$ cat config.mk
export PLATFORM = sky130hd
export DESIGN_NAME = cpu
export DESIGN_NICKNAME = d
export VERILOG_FILES = /design/src/cpu_pkg.sv /design/src/fetch_stage.sv /design/src/register_file.sv /design/src/decode_stage.sv /design/src/execute_stage.sv /design/src/retire_stage.sv /design/src/cpu.sv
export SDC_FILE = /design/constraint.sdc
export NUM_CORES = 1
export LEC_CHECK = 0
export BUFFER_PORTS_ARGS = -buffer_cell sky130_fd_sc_hd__buf_2
export CORE_MARGIN = 2
export CORE_UTILIZATION = 65
export CTS_CLUSTER_DIAMETER = 30
export DETAILED_ROUTE_END_ITERATION = 8
export PLACE_DENSITY = 0.9
export SLEW_MARGIN = 15
export SYNTH_ARGS = -nofsm -noshare
export SYNTH_HDL_FRONTEND = slang
export SYNTH_SLANG_ARGS = --single-unit
$ cat constraint.sdc
create_clock -name clk -period 9.42 [get_ports clk]
set_clock_uncertainty 0.1 [all_clocks]
set_input_delay 1.884 -clock clk [delete_from_list [all_inputs] [get_ports clk]]
set_output_delay 1.884 -clock clk [all_outputs]
set_load 0.02 [all_outputs]
$ cat src/cpu_pkg.sv
package cpu_pkg;

	typedef logic [15:0] word_t;
	typedef logic [1:0] reg_addr_t;

	typedef enum logic [3:0] {
		OP_BNE   = 4'd0,
		OP_BEQ   = 4'd1,
		OP_ADI   = 4'd4,
		OP_LHI   = 4'd6,
		OP_LWD   = 4'd7,
		OP_SWD   = 4'd8,
		OP_JMP   = 4'd9,
		OP_RTYPE = 4'd15
	} opcode_t;

	typedef enum logic [5:0] {
		FN_ADD = 6'd0,
		FN_SUB = 6'd1,
		FN_AND = 6'd2,
		FN_ORR = 6'd3,
		FN_WWD = 6'd28,
		FN_HLT = 6'd29
	} func_t;

	// one instruction word, three ways to read it
	typedef union packed {
		struct packed {
			opcode_t opcode;
			reg_addr_t rs;
			reg_addr_t rt;
			reg_addr_t rd;
			func_t func;
		} r_fmt;
		struct packed {
			opcode_t opcode;
			reg_addr_t rs;
			reg_addr_t rt;
			logic [7:0] imm;
		} i_fmt;
		struct packed {
			opcode_t opcode;
			logic [11:0] target;
		} j_fmt;
	} inst_t;

	typedef enum logic [2:0] {
		ALU_ADD,
		ALU_SUB,
		ALU_AND,
		ALU_OR,
		ALU_LHI, // passes operand b, already shifted to the high byte
		ALU_EQ
	} alu_op_t;

	typedef struct packed {
		logic valid;
		logic reg_write;
		logic mem_read;
		logic mem_write;
		logic mem_to_reg;
		logic alu_src;
		logic is_branch;
		logic branch_eq; // BEQ when set, BNE otherwise
		logic is_jump;
		logic is_wwd;
		logic is_hlt;
		alu_op_t alu_op;
	} ctrl_t;

	typedef struct packed {
		ctrl_t ctrl;
		word_t pc;
		reg_addr_t rs;
		reg_addr_t rt;
		reg_addr_t rd;
		word_t reg_data1;
		word_t reg_data2;
		word_t imm;
	} id_ex_t;

	typedef struct packed {
		ctrl_t ctrl;
		reg_addr_t rd;
		word_t alu_result;
		word_t store_data; // rt for SWD, rs for WWD
	} ex_mem_t;

	typedef struct packed {
		logic reg_write;
		reg_addr_t rd;
		word_t data;
	} wb_t;

	typedef struct packed {
		logic taken;
		word_t target;
	} redirect_t;

	typedef struct packed {
		logic read;
		logic write;
		word_t addr;
		word_t wdata;
	} dmem_req_t;

endpackage

$ cat src/fetch_stage.sv
module fetch_stage import cpu_pkg::*; #(
	parameter word_t RESET_PC = '0
) (
	input logic clk,
	input logic arst_n,
	input logic stall,
	input redirect_t redirect,
	output word_t imem_addr,
	input word_t imem_data,
	output word_t if_pc,
	output inst_t if_inst,
	output logic if_valid
);

	word_t pc;

	assign imem_addr = pc;

	always_ff @(posedge clk or negedge arst_n) begin
		if (!arst_n) begin
			pc <= RESET_PC;
		end else if (redirect.taken) begin // redirect wins over stall
			pc <= redirect.target;
		end else if (!stall) begin
			pc <= pc + 16'd1;
		end
	end

	always_ff @(posedge clk or negedge arst_n) begin
		if (!arst_n) begin
			if_valid <= 1'b0;
			if_pc <= '0;
			if_inst <= '0;
		end else if (redirect.taken) begin
			if_valid <= 1'b0;
		end else if (!stall) begin
			if_valid <= 1'b1;
			if_pc <= pc;
			if_inst <= imem_data;
		end
	end

	pc_known: assert property (@(posedge clk) disable iff (!arst_n) !$isunknown(pc));

endmodule

$ cat src/register_file.sv
module register_file import cpu_pkg::*; (
	input logic clk,
	input logic arst_n,
	input reg_addr_t rd_addr1,
	input reg_addr_t rd_addr2,
	output word_t rd_data1,
	output word_t rd_data2,
	input wb_t wb
);

	word_t regs [4];

	always_ff @(posedge clk or negedge arst_n) begin
		if (!arst_n) begin
			regs <= '{default: '0};
		end else if (wb.reg_write) begin
			regs[wb.rd] <= wb.data;
		end
	end

	// write-through so the decoding instruction sees this cycle's writeback
	assign rd_data1 = (wb.reg_write && wb.rd == rd_addr1) ? wb.data : regs[rd_addr1];
	assign rd_data2 = (wb.reg_write && wb.rd == rd_addr2) ? wb.data : regs[rd_addr2];

endmodule

$ cat src/decode_stage.sv
module decode_stage import cpu_pkg::*; (
	input logic clk,
	input logic arst_n,
	input word_t if_pc,
	input inst_t if_inst,
	input logic if_valid,
	input logic flush,
	output logic stall,
	input wb_t wb,
	output id_ex_t id_ex
);

	ctrl_t ctrl;
	logic use_rs;
	logic use_rt;
	reg_addr_t dest;
	word_t imm;
	word_t reg_data1;
	word_t reg_data2;

	register_file u_regs (
		.clk(clk),
		.arst_n(arst_n),
		.rd_addr1(if_inst.i_fmt.rs),
		.rd_addr2(if_inst.i_fmt.rt),
		.rd_data1(reg_data1),
		.rd_data2(reg_data2),
		.wb(wb)
	);

	always_comb begin
		ctrl = '0;
		ctrl.valid = 1'b1;
		use_rs = 1'b1;
		use_rt = 1'b0;
		dest = if_inst.i_fmt.rt;
		imm = {{8{if_inst.i_fmt.imm[7]}}, if_inst.i_fmt.imm};
		case (if_inst.r_fmt.opcode)
		OP_RTYPE: begin
			dest = if_inst.r_fmt.rd;
			case (if_inst.r_fmt.func)
			FN_ADD, FN_SUB, FN_AND, FN_ORR: begin
				ctrl.reg_write = 1'b1;
				use_rt = 1'b1;
			end
			FN_WWD: ctrl.is_wwd = 1'b1;
			FN_HLT: begin
				ctrl.is_hlt = 1'b1;
				use_rs = 1'b0;
			end
			default: use_rs = 1'b0;
			endcase
			case (if_inst.r_fmt.func)
			FN_SUB: ctrl.alu_op = ALU_SUB;
			FN_AND: ctrl.alu_op = ALU_AND;
			FN_ORR: ctrl.alu_op = ALU_OR;
			default: ctrl.alu_op = ALU_ADD;
			endcase
		end
		OP_ADI: begin
			ctrl.reg_write = 1'b1;
			ctrl.alu_src = 1'b1;
		end
		OP_LHI: begin
			ctrl.reg_write = 1'b1;
			ctrl.alu_src = 1'b1;
			ctrl.alu_op = ALU_LHI;
			use_rs = 1'b0;
			imm = {if_inst.i_fmt.imm, 8'h00};
		end
		OP_LWD: begin
			ctrl.reg_write = 1'b1;
			ctrl.mem_read = 1'b1;
			ctrl.mem_to_reg = 1'b1;
			ctrl.alu_src = 1'b1;
		end
		OP_SWD: begin
			ctrl.mem_write = 1'b1;
			ctrl.alu_src = 1'b1;
			use_rt = 1'b1; // store data
		end
		OP_BNE, OP_BEQ: begin
			ctrl.is_branch = 1'b1;
			ctrl.branch_eq = (if_inst.r_fmt.opcode == OP_BEQ);
			ctrl.alu_op = ALU_EQ;
			use_rt = 1'b1;
		end
		OP_JMP: begin
			ctrl.is_jump = 1'b1;
			use_rs = 1'b0;
			imm = {if_pc[15:12], if_inst.j_fmt.target}; // same page
		end
		default: use_rs = 1'b0;
		endcase
	end

	// load in EX whose result the decoding instruction needs
	assign stall = if_valid && id_ex.ctrl.mem_read &&
		((use_rs && if_inst.i_fmt.rs == id_ex.rd) || (use_rt && if_inst.i_fmt.rt == id_ex.rd));

	always_ff @(posedge clk or negedge arst_n) begin
		if (!arst_n) begin
			id_ex <= '0;
		end else begin
			if (if_valid && !flush && !stall)
				id_ex.ctrl <= ctrl;
			else
				id_ex.ctrl <= '0; // bubble
			id_ex.pc <= if_pc;
			id_ex.rs <= if_inst.i_fmt.rs;
			id_ex.rt <= if_inst.i_fmt.rt;
			id_ex.rd <= dest;
			id_ex.reg_data1 <= reg_data1;
			id_ex.reg_data2 <= reg_data2;
			id_ex.imm <= imm;
		end
	end

	// the bubble behind a stall can never request another one
	single_stall: assert property (@(posedge clk) disable iff (!arst_n) stall |=> !stall);

endmodule

$ cat src/execute_stage.sv
module execute_stage import cpu_pkg::*; (
	input logic clk,
	input logic arst_n,
	input id_ex_t id_ex,
	input wb_t wb,
	output ex_mem_t ex_mem,
	output redirect_t redirect,
	output dmem_req_t dmem_req
);

	word_t op_a;
	word_t op_b_reg;
	word_t op_b;
	word_t alu_result;
	logic taken;
	word_t target;
	logic stopped;
	logic halt_seen;

	// EX/MEM result first, then the writeback value
	function automatic word_t forward(reg_addr_t src, word_t reg_val, ex_mem_t mem, wb_t wbk);
		if (mem.ctrl.reg_write && mem.rd == src)
			return mem.alu_result;
		if (wbk.reg_write && wbk.rd == src)
			return wbk.data;
		return reg_val;
	endfunction

	assign op_a = forward(id_ex.rs, id_ex.reg_data1, ex_mem, wb);
	assign op_b_reg = forward(id_ex.rt, id_ex.reg_data2, ex_mem, wb);
	assign op_b = id_ex.ctrl.alu_src ? id_ex.imm : op_b_reg;

	always_comb begin
		case (id_ex.ctrl.alu_op)
		ALU_ADD: alu_result = op_a + op_b;
		ALU_SUB: alu_result = op_a - op_b;
		ALU_AND: alu_result = op_a & op_b;
		ALU_OR:  alu_result = op_a | op_b;
		ALU_LHI: alu_result = op_b;
		ALU_EQ:  alu_result = {15'd0, op_a == op_b};
		default: alu_result = '0;
		endcase
	end

	assign taken = id_ex.ctrl.is_jump ||
		(id_ex.ctrl.is_branch && (alu_result[0] == id_ex.ctrl.branch_eq));
	assign target = id_ex.ctrl.is_jump ? id_ex.imm : id_ex.pc + 16'd1 + id_ex.imm;

	// nothing issues past a halt that has reached MEM
	assign halt_seen = stopped || ex_mem.ctrl.is_hlt;

	always_ff @(posedge clk or negedge arst_n) begin
		if (!arst_n) begin
			ex_mem <= '0;
			redirect <= '0;
			stopped <= 1'b0;
		end else begin
			stopped <= halt_seen;
			if (redirect.taken || halt_seen)
				ex_mem.ctrl <= '0; // flushed with the rest of the shadow
			else
				ex_mem.ctrl <= id_ex.ctrl;
			ex_mem.rd <= id_ex.rd;
			ex_mem.alu_result <= alu_result;
			ex_mem.store_data <= id_ex.ctrl.is_wwd ? op_a : op_b_reg;
			redirect.taken <= taken && !redirect.taken && !halt_seen;
			redirect.target <= target;
		end
	end

	assign dmem_req.read = ex_mem.ctrl.mem_read;
	assign dmem_req.write = ex_mem.ctrl.mem_write;
	assign dmem_req.addr = ex_mem.alu_result;
	assign dmem_req.wdata = ex_mem.store_data;

	mem_rw_excl: assert property (@(posedge clk) disable iff (!arst_n)
		!(dmem_req.read && dmem_req.write));

endmodule

$ cat src/retire_stage.sv
module retire_stage import cpu_pkg::*; (
	input logic clk,
	input logic arst_n,
	input ex_mem_t ex_mem,
	input word_t dmem_rdata,
	output wb_t wb,
	output word_t output_port,
	output logic out_valid,
	output word_t num_inst,
	output logic halted
);

	logic retire;

	assign retire = ex_mem.ctrl.valid && !halted; // frozen once halted

	always_ff @(posedge clk or negedge arst_n) begin
		if (!arst_n) begin
			wb <= '0;
			output_port <= '0;
			out_valid <= 1'b0;
			num_inst <= '0;
			halted <= 1'b0;
		end else begin
			wb.reg_write <= retire && ex_mem.ctrl.reg_write;
			wb.rd <= ex_mem.rd;
			wb.data <= ex_mem.ctrl.mem_to_reg ? dmem_rdata : ex_mem.alu_result;
			out_valid <= retire && ex_mem.ctrl.is_wwd;
			if (retire && ex_mem.ctrl.is_wwd)
				output_port <= ex_mem.store_data;
			if (retire)
				num_inst <= num_inst + 16'd1;
			if (retire && ex_mem.ctrl.is_hlt)
				halted <= 1'b1; // sticky until reset
		end
	end

	quiet_after_halt: assert property (@(posedge clk) disable iff (!arst_n)
		halted |=> halted && !out_valid);

endmodule

$ cat src/cpu.sv
module cpu import cpu_pkg::*; #(
	parameter word_t RESET_PC = '0
) (
	input logic clk,
	input logic arst_n,
	output word_t imem_addr,
	input word_t imem_data,
	output dmem_req_t dmem_req,
	input word_t dmem_rdata,
	output word_t output_port,
	output logic out_valid,
	output word_t num_inst,
	output logic halted
);

	logic stall;
	redirect_t redirect;
	word_t if_pc;
	inst_t if_inst;
	logic if_valid;
	id_ex_t id_ex;
	ex_mem_t ex_mem;
	wb_t wb;

	fetch_stage #(
		.RESET_PC(RESET_PC)
	) u_fetch (
		.clk(clk),
		.arst_n(arst_n),
		.stall(stall),
		.redirect(redirect),
		.imem_addr(imem_addr),
		.imem_data(imem_data),
		.if_pc(if_pc),
		.if_inst(if_inst),
		.if_valid(if_valid)
	);

	decode_stage u_decode (
		.clk(clk),
		.arst_n(arst_n),
		.if_pc(if_pc),
		.if_inst(if_inst),
		.if_valid(if_valid),
		.flush(redirect.taken), // taken branch kills ID as well
		.stall(stall),
		.wb(wb),
		.id_ex(id_ex)
	);

	execute_stage u_execute (
		.clk(clk),
		.arst_n(arst_n),
		.id_ex(id_ex),
		.wb(wb),
		.ex_mem(ex_mem),
		.redirect(redirect),
		.dmem_req(dmem_req)
	);

	retire_stage u_retire (
		.clk(clk),
		.arst_n(arst_n),
		.ex_mem(ex_mem),
		.dmem_rdata(dmem_rdata),
		.wb(wb),
		.output_port(output_port),
		.out_valid(out_valid),
		.num_inst(num_inst),
		.halted(halted)
	);

endmodule

==> flow_summary_export.csv <==
group,metric,value,unit
global_routing,grt_usage,0.3617,
detailed_routing,vias_per_cell,6.718,
sta,setup_tns,0,ns
place,placed_area,0.01724,mm²
clocking,htree_num_levels,2,
clocking,path_clk_slew,0.06,ns
yosys,ys_ff_latch,307,
die,rows,58,
flow_run,drv_cap,0,
detailed_routing,post-route-drc-count,0,
finish,drive_gt1_frac,0.2727,
sta,hold-worst-slack,0.2722,ns
power,power,8.305,mW
sta,slew_viol_final,0,
finish,antennaDiodeCount,0,
sta,rsz0062_at_grt,"no",
detailed_routing,first_pass_iters,6,
setup_path,critPathMaxFanout,13,
detailed_routing,vias,13150,
place,place_ws,4.810,ns
power,irDropWorstVdd,0.0003086,V
finish,multiInputGateArea,0.008233,mm²
global_routing,grt_max_degree,196,
yosys,syn_area_per_cell,11.06,µm²
finish,utilization,0.7603,
setup_path,crit_chain,"xnor2_1 > nand3_1 > mux2_2 > mux2i_1 > o21ai_0 > ha_1 > a2111oi_0 > o21ai_0 > a21oi_1 > nor3_1 > or4_1 > nand3_1",
yosys,netlist_instances,1514,
setup_path,critical_path.startpoint_type,"flip-flop",
yosys,synthDistinctLibCells,81,
global_routing,grt_pass1_wl,74.61,mm
die,dieArea,0.02707,mm²
sta,hold_violations,0,
setup_path,crit_slowest_cell,"dfrtp_1",
die,die_y,164.5,µm
sta,period_share,0.5088,
hold_path,hold_path_class,"reg -> reg",
outcome,status,"complete, no violations",
finish,area_delta_synth_final,14.63,%
setup_path,worstSetupEndpointType,"flip-flop",
sta,slew-limit-headroom,0.1984,
clocking,cts_buffers,54,
setup_path,slowest_delay,0.63,ns
finish,nets,1683,
clocking,hold_buffers,0,
place,hpwl,30.64,mm
sta,timing.fmax,208.6,MHz
die,num_io_pins,118,
power,power.leakage,8.979,nW
yosys,ys_warn_count,0,
clocking,cts_sinks,307,
setup_path,arrival,5.17,ns
yosys,synth_top_area_cell,"dfrtp_1",
finish,n_fill_cell,1526,
sta,fin_crit,4.793,ns
clocking,cts_tree,"built",
yosys,synthFlopType,"dfrtp_1",
global_routing,grt_pass1_vias,13350,
detailed_routing,drtIter0Drc,1461,
yosys,async_flop_share,1.000,
place,routabilityCongestion,0.9845,
detailed_routing,wl,48.08,mm
yosys,synth_nets,1615,
yosys,synth_area,0.01675,mm²
place,place_inst,1855,
yosys,synth_seq_area_share,0.4587,
yosys,synth_area_leaders,"dfrtp_1, mux2_2, ha_1",
setup_path,path_class,"reg -> reg",
sta,setup_ws,4.627,ns
yosys,synth_top_area_share,0.4587,
die,initial_core_util,0.6632,
global_routing,grt_overflow,0,
clocking,post_cts_buffers,0,
finish,instances_no_fill,1958,
clocking,cts.repair.resized,0,
global_routing,antenna_found_initial,1,
clocking,clock-root-buffer,"clkbuf_16",
detailed_routing,antenna_left,0,
place,port_buffers,117,
finish,postLayoutCellArea,0.01920,mm²
finish,seqCellArea,0.007682,mm²
detailed_routing,wl_per_cell,24.55,µm
die,core_region_area,0.02525,mm²
clocking,cts_buffer_depth,3,
yosys,synth_edf_count,0,
sta,setup_viol,0,
die,fp.dieW,164.5,µm
sta,worstMarginPinSlew,1.199,ns
power,p_per_area,432.5,mW/mm²
clocking,clk_latency,0.58,ns
setup_path,r2r_slack,4.63,ns
setup_path,cp.required,9.80,ns
## path summary, 6_finish.rpt
check | start | to | cells past startpoint
min reg2reg | u_fetch.if_pc[9]$_DFFE_PN0P_ | u_decode.id_ex[63]$_DFF_PN0_ | 0
max in group asynchronous | arst_n | u_decode.id_ex[1]$_DFF_PN0_ | 3
max | u_retire.wb[17]$_DFF_PN0_ | u_execute.dmem_req[29]$_DFF_PN0_ | 12
max reg2reg | u_retire.wb[17]$_DFF_PN0_ | u_execute.dmem_req[29]$_DFF_PN0_ | 12
min | u_fetch.if_pc[9]$_DFFE_PN0P_ | u_decode.id_ex[63]$_DFF_PN0_ | 0
min in group asynchronous | arst_n | u_decode.id_ex[38]$_DFF_PN0_ | 1
## critical path, delay by kind of cell, from the launching register on
| kind | cells | cell delay [ns] |
|---|---|---|
| adders and majority gates | 1 | 0.48 |
| and+or+nand+nor | 4 | 1.23 |
| AOI/OAI and AO/OA | 4 | 1.33 |
| DFF | 1 | 0.63 |
| muxes | 2 | 0.74 |
| xor gates and xnor gates | 1 | 0.20 |
## flip-flops by register name (all words and copies together) (netlist names)
name                  count
u_execute.redirect       17
u_decode.id_ex           83
u_execute.ex_mem          6
u_retire.output_port     16
u_execute.dmem_req       34
u_execute.stopped         1
u_retire.out_valid        1
u_fetch.if_valid          1
u_retire.wb              19
u_decode.u_regs.regs     64
u_retire.num_inst        16
u_fetch.if_inst          16
u_retire.halted           1
u_fetch.imem_addr        16
u_fetch.if_pc            16
## synth_stat cells (all sizes together) (4+ instances only)
| cell | count |
|---|---|
| nand4 | 10 |
| nand3 | 25 |
| a221o | 8 |
| mux4 | 34 |
| nor2 | 79 |
| nor2b | 17 |
| a21oi | 65 |
| nor3 | 32 |
| and3 | 17 |
| or3 | 9 |
| o211ai | 13 |
| mux2i | 28 |
| nand2 | 106 |
| buf | 59 |
| o21ai | 87 |
| o311ai | 16 |
| nand2b | 11 |
| xnor2 | 41 |
| clkbuf | 55 |
| ha | 64 |
| and2 | 17 |
| a2111oi | 4 |
| nor3b | 6 |
| a31oi | 6 |
| a21o | 9 |
| o21a | 13 |
| mux2 | 163 |
| or2 | 5 |
| o31ai | 16 |
| o31a | 7 |
| a211oi | 19 |
| inv | 67 |
| dfrtp | 307 |
| o22ai | 5 |
| xor2 | 24 |
| nor4 | 10 |
## cell usage in the layout (no fill, tap or decap), types with 7 or more instances in the layout
| cell | n |
|---|---|
| a211oi_1 | 19 |
| a21o_1 | 9 |
| a21oi_1 | 64 |
| a221o_1 | 8 |
| and2_1 | 16 |
| and3_1 | 17 |
| buf_2 | 116 |
| buf_4 | 7 |
| clkbuf_16 | 55 |
| clkbuf_8 | 8 |
| clkinv_2 | 7 |
| clkinv_4 | 7 |
| dfrtp_1 | 307 |
| ha_1 | 64 |
| inv_1 | 67 |
| mux2_2 | 149 |
| mux2_4 | 14 |
| mux2i_1 | 28 |
| mux4_2 | 34 |
| nand2_1 | 106 |
| nand2b_1 | 11 |
| nand3_1 | 23 |
| nand4_1 | 9 |
| nor2_1 | 79 |
| nor2b_1 | 17 |
| nor3_1 | 31 |
| nor4_1 | 10 |
| o211ai_1 | 13 |
| o21a_1 | 13 |
| o21ai_0 | 86 |
| o311ai_0 | 10 |
| o31ai_1 | 15 |
| or3_1 | 8 |
| xnor2_1 | 41 |
| xor2_1 | 24 |
## per-layer routing
layer	routed length, µm	track usage	part of all wire
met3	4578	0.07182	0.095
met5	13	0	0.00027
met2	22490	0.5795	0.47
met4	2888	0.2115	0.060
met1	18110	0.4606	0.38
## cell families (layout without fill, tap and decap cells)
family | Yosys count | count (layout) | synth area share
DFF | 307 | 307 | 0.4587
buffers and inverters | 182 | 296 | 0.05132
muxes | 225 | 225 | 0.1752
adders and majority gates | 68 | 68 | 0.05199
xor gates and xnor gates | 65 | 65 | 0.03399
AOI/OAI and AO/OA | 306 | 306 | 0.1223
and+or+nand+nor | 361 | 361 | 0.1065
## final cells by class
cell class,instances,share of cell area
multi-input combinational,1025,0.4288
sequential,307,0.4001
clock buffer,66,0.07801
timing repair buffer,126,0.03623
clock inverter,36,0.02203
tap,330,0.02151
inverter,68,0.01329
## where the power goes
group | total [mW] | switching [mW] | internal (mW)
registers | 2.49 | 0.631 | 1.86
logic | 3.80 | 2.22 | 1.58
clock network | 2.02 | 0.729 | 1.29
total | 8.30 | 3.58 | 4.72
(Power assumes the default switching activity.)
